## src/logic/fetch_macros.svh

```systemverilog
`ifndef FETCH_MACROS_SVH
`define FETCH_MACROS_SVH

`define XLEN        64                        // address and data width
`define RESET_PC    64'h0000_0000_8000_0000   // boot entry point

// icache geometry
`define ICACHE_WAYS 2                         // 1, 2 or 4
`define ICACHE_SETS 16
`define LINE_WORDS  4                         // 64-bit beats per line

// address split derived from the geometry
`define BEAT_BITS   ($clog2(`LINE_WORDS))
`define OFS_BITS    (`BEAT_BITS + 3)          // byte offset inside a line
`define SET_BITS    ($clog2(`ICACHE_SETS))

`define NOP_INST    32'h0000_0013             // addi x0, x0, 0

`endif

```

## src/logic/fetch_pkg.sv

```systemverilog
`include "fetch_macros.svh"

package fetch_pkg;

  typedef logic [`XLEN-1:0] addr_t;   // fetch / bus address
  typedef logic [63:0]      word_t;   // one axi data beat
  typedef logic [31:0]      inst_t;   // one rv64 instruction, no rvc

  // redirect request from the back end
  typedef enum logic [1:0] {
    REDIR_NONE   = 2'd0,
    REDIR_BRANCH = 2'd1,  // branch or jalr resolved in ex
    REDIR_TRAP   = 2'd2,  // go to mtvec
    REDIR_MRET   = 2'd3   // back to mepc
  } redir_kind_e;

  // axi rresp encoding
  typedef enum logic [1:0] {
    RESP_OKAY   = 2'b00,
    RESP_EXOKAY = 2'b01,
    RESP_SLVERR = 2'b10,
    RESP_DECERR = 2'b11
  } axi_resp_e;

  // line refill fsm
  typedef enum logic [1:0] {
    RF_IDLE = 2'd0,
    RF_ADDR = 2'd1,  // ar channel held
    RF_DATA = 2'd2   // collecting r beats
  } refill_state_e;

endpackage

```

## src/logic/fetch_out.sv

```systemverilog
`timescale 1ns/1ps
`include "fetch_macros.svh"

module fetch_out (
  input  logic                                 clk,
  input  logic                                 rst_n,
  input  fetch_pkg::addr_t                     pc_i,
  input  logic [`ICACHE_WAYS-1:0]              hit_i,
  input  fetch_pkg::word_t [`ICACHE_WAYS-1:0]  word_i,
  input  logic                                 inst_ready_i,
  input  logic                                 redirected_i,
  input  logic                                 refill_done_i,
  input  logic                                 refill_err_i,
  output logic                                 inst_valid_o,
  output fetch_pkg::inst_t                     inst_o,
  output logic                                 fault_o,
  output logic                                 miss_req_o,
  output logic                                 advance_o
);
  import fetch_pkg::*;

  logic  any_hit;
  word_t hit_word;
  logic  pending_q;   // a refill is outstanding
  logic  pending_d;
  logic  stale_q;     // outstanding refill belongs to the old path
  logic  fault_q;     // bus error on the current pc

  // at most one way hits so the words are or-merged
  always_comb begin
    any_hit  = 1'b0;
    hit_word = '0;
    for (int w = 0; w < `ICACHE_WAYS; w++) begin
      if (hit_i[w]) begin
        any_hit  = 1'b1;
        hit_word = hit_word | word_i[w];
      end
    end
  end

  assign inst_valid_o = (any_hit || fault_q) && !redirected_i;  // redirect wins
  assign inst_o       = (inst_valid_o && !fault_q) ?
                        (pc_i[2] ? hit_word[63:32] : hit_word[31:0]) : `NOP_INST;
  assign fault_o      = fault_q && !redirected_i;
  assign advance_o    = inst_valid_o && inst_ready_i;
  // no new miss while an old-path burst drains
  assign miss_req_o   = !any_hit && !fault_q && !stale_q && !redirected_i;
  assign pending_d    = refill_done_i ? 1'b0 : (pending_q || miss_req_o);

  always_ff @(posedge clk or negedge rst_n) begin
    if (!rst_n) begin
      pending_q <= 1'b0;
      stale_q   <= 1'b0;
      fault_q   <= 1'b0;
    end else begin
      pending_q <= pending_d;
      stale_q   <= pending_d && (stale_q || redirected_i);  // clears with refill_done
      if (redirected_i || advance_o) begin
        fault_q <= 1'b0;                                   // taken or flushed
      end else if (refill_done_i && refill_err_i && !stale_q) begin
        fault_q <= 1'b1;
      end
    end
  end

endmodule

```

## config.mk

```make
export PLATFORM = sky130hd
export DESIGN_NAME = fetch_out
export DESIGN_NICKNAME = d
export VERILOG_FILES = /design/src/logic/fetch_pkg.sv /design/src/logic/fetch_out.sv
export VERILOG_INCLUDE_DIRS = /design/src /design/src/logic
export SDC_FILE = /design/constraint.sdc
export NUM_CORES = 1
export LEC_CHECK = 0
export BUFFER_PORTS_ARGS = -buffer_cell sky130_fd_sc_hd__buf_2
export CAP_MARGIN = 30
export CORE_ASPECT_RATIO = 0.7
export CORE_MARGIN = 10
export CORE_UTILIZATION = 28
export CTS_CLUSTER_DIAMETER = 200
export DETAILED_ROUTE_END_ITERATION = 6
export PLACE_DENSITY = 0.9
export REMOVE_ABC_BUFFERS = 1
export SLEW_MARGIN = 10
export SYNTH_ARGS = -nofsm -noshare
export SYNTH_HDL_FRONTEND = slang
export SYNTH_SLANG_ARGS = --single-unit
```

## constraint.sdc

```tcl
create_clock -name clk -period 1.3 [get_ports clk]
set_input_delay 0.065 -clock clk [delete_from_list [all_inputs] [get_ports clk]]
set_output_delay 0.065 -clock clk [all_outputs]
set_load 0.1 [all_outputs]
```

==> results of run 1 <==
==> state kept, by name, indices dropped and copies added (netlist names) <==
name and cells:
fault_q 1, pending_q 1, stale_q 1
==> power by group through the flow <==
stage / combinational [mW] / sequential, mW / clock [mW]
2_1_floorplan: 0.844 / 0.101 / 0
3_3_place_gp: 1.62 / 0.101 / 0
3_5_place_dp: 1.66 / 0.101 / 0
4_1_cts: 1.79 / 0.100 / 0.277
5_1_grt: 1.88 / 0.101 / 0.282
6_report: 1.80 / 0.101 / 0.270
==> cells in the mapped netlist (2+ instances only) <==
library cell  instances  area (um2)
buf_4                11       82.58
buf_2                11       55.05
a22oi_1              32       240.2
buf_6                 2       22.52
a221oi_2             20       300.3
a221oi_1             12       105.1
a211oi_2             29       362.9
nor2_1                4       15.01
or2_1                 3       18.77
dfrtp_1               3       75.07
a21oi_1               5       25.02
and2_1                2       12.51
==> cell type report <==
type | instances | area, um2 | share of cell area, %
Timing Repair Buffer | 186 | 1617 | 51.52
Clock buffer | 4 | 45.04 | 1.435
Tap cell | 57 | 71.32 | 2.273
Sequential cell | 3 | 75.07 | 2.392
Multi-Input combinational cell | 112 | 1330 | 42.38
==> critical path: cells and delay by family, from the launching register on <==
family / cells / cell delay (ns)
buf+inv: 2 / 0.40
compound gates: 2 / 0.34
simple gates: 1 / 0.14
flops: 1 / 0.38
==> per-layer routing <==
layer,wire length [um],track usage (%),up-vias
met5,0,0,-
met4,97,4.294,0
met3,1016,7.087,8
met2,3982,32.79,127
met1,2685,18.54,946
li1,-,-,932
==> logic make-up after synthesis <==
logic type             Yosys count  synth area share [%]
AO/OA/AOI/OAI                  100                 77.39
buffers and inverters           24                 11.86
flip-flops                       3                 5.561
AND/OR/NAND/NOR                 12                 5.190
==> repair_timing <==
action                                 in CTS  in global routing
resized for setup                          29                  5
endpoints found under the hold margin       3                  0
hold buffers                                1                  0
buffers inserted                            3                  1
pin swaps                                   4                  4
setup endpoints to repair                  34                 37
==> through the flow <==
stage / cell area (um2) / setup WS (ns)
finish: 3138 / -0.2596
global route: 3138 / -0.3034
CTS: 3108 / -0.2707
detailed placement: 2849 / -0.1145
global placement: 2849 / -0.08123
floorplan: 1190 / -1.562
==> how the worst max path moves through the flow <==
stage	slack, ns	cells past startpoint	endpoint
global placement	-0.08	5	inst_o[14]
CTS	-0.27	5	inst_o[15]
floorplan	-1.56	2	inst_o[0]
global route	-0.30	5	inst_o[0]
finish	-0.26	5	inst_o[17]
detailed placement	-0.11	5	inst_o[17]
==> results.toml, run 1 <==
[run_status]
outcome = "complete, but fails checks"
violations = "setup timing"

[cells_and_area]
fill_cells = 347
area_growth_pct = 132.4
fin_nets = 506
final_cell_mix = "buf_2, buf_12, a22oi_1"
layout_cells_sized_above_1_pct = 80.00
fin_util_pct = 66.35
antenna_cells_inserted = 0
commonest_non_fill_non_tap_cell_in_the_layout = "buf_2"
layout.cells.non_filler = 362

[detailed_routing]
detail-route-antenna-nets = 0
first_iter_violations = 77
vias = 2013
detail_route.wirelength_mm = 7.781
detail_route.drc_violations = 0
post_drt_wl_per_cell_um = 21.49
drt-vias-per-instance = 5.561
dr.pass1.iters = 4

[sta]
final-setup-viol-count = 35
finalWorstSetupSlack_ns = -0.2596
finalSetupTns_ns = -7.873
worst-slew-pin-transition_ns = 0.5688
rsz_0062_raised_after_global_routing = "true"
slew_headroom_pct = 62.08
drv_slew = 0
fmax_mhz = 641.2
holdWs_ns = 0.03500
hold_viol = 0
final_period_minus_worst_setup_slack_ns = 1.560
finClkSkew_ns = 0.001172
post-route-period-util_pct = 120.0

[floorplan]
initial_core_util_pct = 28.54
die_area_um2 = 8043
rows = 21
core_region_area_um2 = 4730
io-pin-count = 236
chipHeight_um = 78.10
die_width_um = 103.0

[pwr]
switching_share_of_total_power_pct = 53.79
pd_cells_nw_per_um2 = 692.8
post-layout-total-power_mw = 2.174
net-switching-power_mw = 1.169
power.combinational.fraction_pct = 82.9
clock_group_share_of_total_power_pct = 12.4
leakagePower_nw = 1.304
vdd.ir_drop.worst_uv = 384.1
p_int_mw = 1.005
seqPwrFrac_pct = 4.6

[setup_path]
reg2reg_depth = 6
delay_contributed_by_the_slowest_stage_of_the_critical_path_ns = 0.38
worst-path-max-fanout = 21
startpoint_kind_of_the_worst_setup_timing_path = "flop"
setup.reg_to_reg.worst_slack_ns = 0.11
setup.worst_path.end_class = "output port"
r2r_end = "pending_q$_DFF_PN0_"
worstReg2RegStart = "fault_q$_DFFE_PN0P_"
worst_ep_arrival_time_ns = 1.49
timing.critical_path.slowest_stage_cell = "dfrtp_1"
criticalPathCategory = "flop to output port"
path_common_cell = "buf_12"
critical_path.startpoint = "fault_q$_DFFE_PN0P_"
crit_path_cell_trace = "nor2_2 -> o21ai_4 -> buf_12 -> a211oi_4 -> buf_12"
worst-endpoint-required_ns = 1.24

[clocking]
ctsHtreeMaxLevel = 1
clock_insertion_delay_worst_skew_ns = 0.21
num_cts_buffers = 3
clkSinkCount = 3
cts_max_path_buffers = 2
clock_tree_from_tritoncts = "done"
cts_root_buffer = "clkbuf_8"
clock_pin_slew_of_the_registers_on_the_worst_case_setup_and_hold_paths_ns = 0.03

[logic_synthesis]
synth_area_per_cell_um2 = 9.713
synth.yosys.warnings = 0
ys_ff_latch = 3
yosysSeqAreaShare_pct = 5.561
postSynthCellCount = 139
synth_top_flop_cell = "dfrtp_1"
synth_edf_count = 0
synth_async_sr_flop_share_pct = 100.0
number_of_different_library_cells_in_the_post_synthesis_netlist = 17
netlist_area_um2 = 1350

[grt]
grt_pass1_vias = 2302
grt_antenna_before_repair = 0
grt_start_max_net_pins = 41
grt_util_all_layers_pct = 17.87
grt_first_pass_wirelength_mm = 11.76
global_route_overflow = 0

[placed_design]
half_perimeter_wire_length_after_placement_mm = 6.137
placedCellCount = 354
place_congestion = 0.8113
portBuffers = 172

[worst_hold_path]
worstHoldPathCells = 2
type_of_the_tightest_min_delay_check = "input pin to flop"
hold_path_startpoint = "refill_done_i"
min_delay_worst_endpoint = "pending_q$_DFF_PN0_"

[job]
cap_violations = 0
(Power assumes the default switching activity.)
==> run 2, diff against run 1 <==
MAX_ROUTING_LAYER = met4   (was unset)
clock period = 1.7 ns   (was 1.3 ns; I/O delays follow)
==> results.toml, run 2 (same netlist as run 1, synthesis figures left out) <==
[clocking]
clkSinkCount = 3
post_cts.repair.setup_buffers = 0
cts_max_path_buffers = 2
num_cts_buffers = 3
clock_tree_from_tritoncts = "done"
ctsHtreeMaxLevel = 1
clock_pin_slew_of_the_registers_on_the_worst_case_setup_and_hold_paths_ns = 0.03
clock_insertion_delay_worst_skew_ns = 0.21
cts_root_buffer = "clkbuf_8"

[sta]
worst-slew-pin-transition_ns = 0.5314
finalSetupTns_ns = 0
holdWs_ns = 0.07222
final-setup-viol-count = 0
drv_slew = 0
finClkSkew_ns = 0.0004292
fmax_mhz = 612.1
hold_viol = 0
final_period_minus_worst_setup_slack_ns = 1.634
post-route-period-util_pct = 96.11
slew_headroom_pct = 64.57

[grt]
grt_util_all_layers_pct = 16.75
grt_antenna_before_repair = 0
global_route_overflow = 0
grt_first_pass_wirelength_mm = 10.80
grt.met2_usage_pct = 30.76
grt_start_max_net_pins = 41
gr_peak_layer = "met2"
globalRouteMet1Util_pct = 17.59
grt_pass1_vias = 2286
grt_util_met3_pct = 3.500

[detailed_routing]
detail_route.wirelength_mm = 7.202
dr.pass1.iters = 4
drt-vias-per-instance = 5.609
detail_route.drc_violations = 0
first_iter_violations = 100
post_drt_wl_per_cell_um = 20.12
detail-route-antenna-nets = 0
vias = 2008

[pwr]
seqPwrFrac_pct = 5.0
leakagePower_nw = 1.253
p_int_uw = 717.3
net-switching-power_uw = 825.7
clock_group_share_of_total_power_pct = 13.3
pd_cells_nw_per_um2 = 536.9
vdd.ir_drop.worst_uv = 304.7
power.combinational.fraction_pct = 81.7
post-layout-total-power_mw = 1.543
switching_share_of_total_power_pct = 53.51

[floorplan]
rows = 21
die_area_um2 = 8043
core_region_area_um2 = 4730
io-pin-count = 236
chipHeight_um = 78.10
initial_core_util_pct = 28.54
die_width_um = 103.0

[setup_path]
setup.worst_path.end_class = "output port"
worst-endpoint-required_ns = 1.62
worst-path-max-fanout = 11
delay_contributed_by_the_slowest_stage_of_the_critical_path_ns = 0.40
setup.reg_to_reg.worst_slack_ns = 0.72
startpoint_kind_of_the_worst_setup_timing_path = "flop"
timing.critical_path.slowest_stage_cell = "dfrtp_1"
reg2reg_depth = 3
criticalPathCategory = "flop to output port"
r2r_end = "fault_q$_DFFE_PN0P_"
worst_ep_arrival_time_ns = 1.55
crit_path_cell_trace = "nor2_2 -> o21ai_4 -> buf_4 -> a211oi_4 -> buf_12"
worstReg2RegStart = "fault_q$_DFFE_PN0P_"

[cells_and_area]
layout.cells.non_filler = 358
layout_cells_sized_above_1_pct = 78.41
antenna_cells_inserted = 0
fin_util_pct = 60.77
area_growth_pct = 112.9
fin_nets = 502
reg_top3 = "fault_q x1, pending_q x1, stale_q x1"
final_cell_mix = "buf_2, buf_12, a22oi_1"
commonest_non_fill_non_tap_cell_in_the_layout = "buf_2"

[worst_hold_path]
worstHoldPathCells = 2
hold_path_startpoint = "inst_ready_i"
min_delay_worst_endpoint = "fault_q$_DFFE_PN0P_"
type_of_the_tightest_min_delay_check = "input pin to flop"

[placed_design]
portBuffers = 172
half_perimeter_wire_length_after_placement_mm = 6.086
place_congestion = 0.7955
placedCellCount = 353

[job]
cap_violations = 0

[run_status]
outcome = "completed"
## run 2: cell count changes in the layout (fill, tap and decap cells not counted), moves of 2 or more
cell / before / now
a211oi_4: 24 / 4
buf_2: 136 / 138
and2_4: 2 / 0
a211oi_2: 5 / 25
and2_1: 0 / 2
buf_12: 44 / 40
buf_6: 2 / 0
## run 2: layer usage
layer,up-vias,wire length (um),part of all wire (%)
met5,-,0,0
met4,0,107,1.5
met3,10,614,8.5
met2,111,3795,53
met1,944,2684,37
li1,943,-,-
## run 2: how the worst max path moves through the flow
stage / start / to / slack, ns / cells past startpoint
2_1_floorplan: hit_i[0] / inst_o[0] / -1.20 / 2
6_report: fault_q$_DFFE_PN0P_ / inst_o[12] / 0.07 / 5
3_3_place_gp: fault_q$_DFFE_PN0P_ / inst_o[12] / 0.25 / 5
3_5_place_dp: fault_q$_DFFE_PN0P_ / inst_o[12] / 0.21 / 5
5_1_grt: fault_q$_DFFE_PN0P_ / inst_o[16] / -0.00003 / 5
4_1_cts: fault_q$_DFFE_PN0P_ / inst_o[7] / -0.001 / 5
## run 2: what timing repair did
item,CTS,global route
gates resized for setup,1,4
pin swaps,0,0
hold buffers,1,0
cloned,0,0
hold endpoints to repair,3,0
setup endpoints to repair,1,13
## run 2: per-stage QoR
step / setup WS, ns / cell area (um2)
after floorplan: -1.202 / 1190
after detailed placement: 0.2146 / 2786
after global routing: -0.00003375 / 2874
after CTS: -0.001030 / 2849
after global placement: 0.2487 / 2786
final: 0.06618 / 2874
## run 2: layout make-up
class                   instances  area (um2)
repair buffers                182        1524
flip-flops and latches          3       75.07
clock buffers                   4       45.04
multi-input cells             112        1159
well taps                      57       71.32
fillers                       369        1856
## run 2: power by group through the flow
stage,combinational (mW),clock (mW),sequential [mW]
global route,1.32,0.220,0.0784
global placement,1.22,0,0.0778
floorplan,0.646,0,0.0776
CTS,1.26,0.210,0.0776
detailed placement,1.25,0,0.0784
finish,1.26,0.205,0.0779
## run 2: critical path: cells and delay by family, from the launching register on
family,cells,cell delay (ns)
flops,1,0.40
compound gates,2,0.33
buf+inv,2,0.42
simple gates,1,0.16
==> run 3, diff against run 2 <==
BUFFER_PORTS_ARGS = unset   (was -buffer_cell sky130_fd_sc_hd__buf_2)
CORE_AREA = 10 10 84 86   (was unset)
CORE_ASPECT_RATIO = unset   (was 0.7)
CORE_MARGIN = unset   (was 10)
CORE_UTILIZATION = unset   (was 28)
DIE_AREA = 0 0 94 96   (was unset)
DONT_BUFFER_PORTS = 1   (was unset)
PLACE_DENSITY = 0.45   (was 0.9)
RECOVER_POWER = 25   (was unset)
==> results.toml, run 3 (same netlist as run 1, synthesis figures left out) <==
[run_status]
outcome = "completed"

[worst_hold_path]
worstHoldPathCells = 2
type_of_the_tightest_min_delay_check = "input pin to flop"
hold_path_startpoint = "refill_done_i"
min_delay_worst_endpoint = "fault_q$_DFFE_PN0P_"

[grt]
grt_first_pass_wirelength_mm = 9.363
grt_util_all_layers_pct = 13.07
grt_start_max_net_pins = 67
grt_antenna_before_repair = 0
grt_pass1_vias = 1702
global_route_overflow = 0

[detailed_routing]
met2RoutedLength_mm = 3.220
wl_met3_mm = 1.074
top_signal_layer_used = "met3"
first_iter_violations = 40
detail_route.drc_violations = 0
dr.pass1.iters = 4
drt-vias-per-instance = 6.414
wl_met1_mm = 2.355
detail-route-antenna-nets = 0
vias = 1488
detail_route.wirelength_mm = 6.650
post_drt_wl_per_cell_um = 28.66

[setup_path]
criticalPathCategory = "flop to output port"
worst-path-max-fanout = 16
reg2reg_depth = 4
worst_ep_arrival_time_ns = 1.56
gate_family_responsible_for_the_most_delay_along_the_worst_path = "simple AND/OR/NAND/NOR gates"
delay_contributed_by_the_slowest_stage_of_the_critical_path_ns = 0.41
timing.critical_path.slowest_stage_cell = "dfrtp_1"
startpoint_kind_of_the_worst_setup_timing_path = "flop"
r2r_end = "fault_q$_DFFE_PN0P_"
worst-endpoint-required_ns = 1.62
worstReg2RegStart = "fault_q$_DFFE_PN0P_"
critical_path_depth = 5
crit_path_cell_trace = "nor2_2 -> o21ai_4 -> clkbuf_16 -> or2_1 -> buf_12"
setup.worst_path.end_class = "output port"
worstPathBufferInverterCount = 2
setup.reg_to_reg.worst_slack_ns = 0.09

[pwr]
post-layout-total-power_mw = 1.337
pd_cells_nw_per_um2 = 588.2
net-switching-power_uw = 731.9
p_int_uw = 605.3
seqPwrFrac_pct = 5.9
power.combinational.fraction_pct = 78.3
vdd.ir_drop.worst_uv = 627.6
clock_group_share_of_total_power_pct = 15.9
switching_share_of_total_power_pct = 54.74
leakagePower_nw = 0.6674

[floorplan]
die_area_um2 = 9024
die_width_um = 94
initial_core_util_pct = 24.98
core_region_area_um2 = 5405
io-pin-count = 236
rows = 27
chipHeight_um = 96

[sta]
holdWs_ns = 0.08744
finClkSkew_ns = 0.0008075
hold_viol = 0
fmax_mhz = 608.7
slew_headroom_pct = 62.32
final-setup-viol-count = 0
worst-slew-pin-transition_ns = 0.5653
post-route-period-util_pct = 96.63
drv_slew = 0
final_period_minus_worst_setup_slack_ns = 1.643
finalWorstSetupSlack_ns = 0.05726
finalSetupTns_ns = 0

[cells_and_area]
commonest_non_fill_non_tap_cell_in_the_layout = "a22oi_1"
area_growth_pct = 68.40
fin_nets = 361
antenna_cells_inserted = 0
reg_top3 = "fault_q x1, pending_q x1, stale_q x1"
final_cell_area_um2 = 2273
final_cell_mix = "a22oi_1, buf_12, a211oi_4"
layout.cells.non_filler = 232
layout_cells_sized_above_1_pct = 59.38
fin_util_pct = 42.06
fill_cells = 502

[clocking]
clkSinkCount = 3
clock_pin_slew_of_the_registers_on_the_worst_case_setup_and_hold_paths_ns = 0.03
clock_tree_from_tritoncts = "done"
cts_max_path_buffers = 2
cts_root_buffer = "clkbuf_8"
num_cts_buffers = 3
clock_insertion_delay_worst_skew_ns = 0.22
post_cts.repair.setup_buffers = 0
ctsHtreeMaxLevel = 1

[placed_design]
half_perimeter_wire_length_after_placement_mm = 5.129
dpl_cell_area_um2 = 2180
placedCellCount = 224
portBuffers = 0
preCtsSetupSlack_ns = 0.2120
place_congestion = 0.6939

[job]
cap_violations = 0
## run 3: metal layers
metal  global-route usage (%)  vias to the layer above
li1                         -                      636
met1                    12.98                      724
met2                    22.06                      128
met3                    8.405                        0
met4                    1.139                        0
met5                        -                        -
## run 3: how the worst max path moves through the flow
| stage | from | to | slack [ns] |
|---|---|---|---|
| after floorplan | hit_i[0] | inst_o[0] | -1.20 |
| after global placement | fault_q$_DFFE_PN0P_ | inst_o[30] | 0.24 |
| after detailed placement | fault_q$_DFFE_PN0P_ | inst_o[16] | 0.21 |
| after CTS | fault_q$_DFFE_PN0P_ | inst_o[1] | 0.006 |
| after global routing | fault_q$_DFFE_PN0P_ | inst_o[24] | -0.009 |
| final | fault_q$_DFFE_PN0P_ | inst_o[4] | 0.06 |
## run 3: timing repair
action                                  in CTS  in global routing
pin swaps                                    0                  1
resized for setup                            2                  3
hold buffers                                 3                  0
gates cloned                                 0                  1
hold endpoints to repair                     6                  0
endpoints found under the setup margin       2                 32
## run 3: final cells by class
type	instances	area [um2]	share of cell area, %
Clock buffer	4	45.04	1.981
Multi-Input combinational cell	112	1349	59.33
Tap cell	72	90.09	3.963
Timing Repair Buffer	41	714.4	31.43
Sequential cell	3	75.07	3.302
## run 3: power groups by stage
stage / logic (mW) / clock network, mW / registers, mW
global placement: 1.02 / 0 / 0.0778
detailed placement: 1.03 / 0 / 0.0784
global route: 1.09 / 0.229 / 0.0786
floorplan: 0.646 / 0 / 0.0776
finish: 1.05 / 0.212 / 0.0784
CTS: 1.05 / 0.215 / 0.0776
## run 3: worst register-to-register path: cells and delay by family (launching register included)
kind / cells / cell delay (ns)
DFF: 1 / 0.41
buffers and inverters: 1 / 0.39
AOI/OAI and AO/OA: 1 / 0.30
and+or+nand+nor: 2 / 0.42
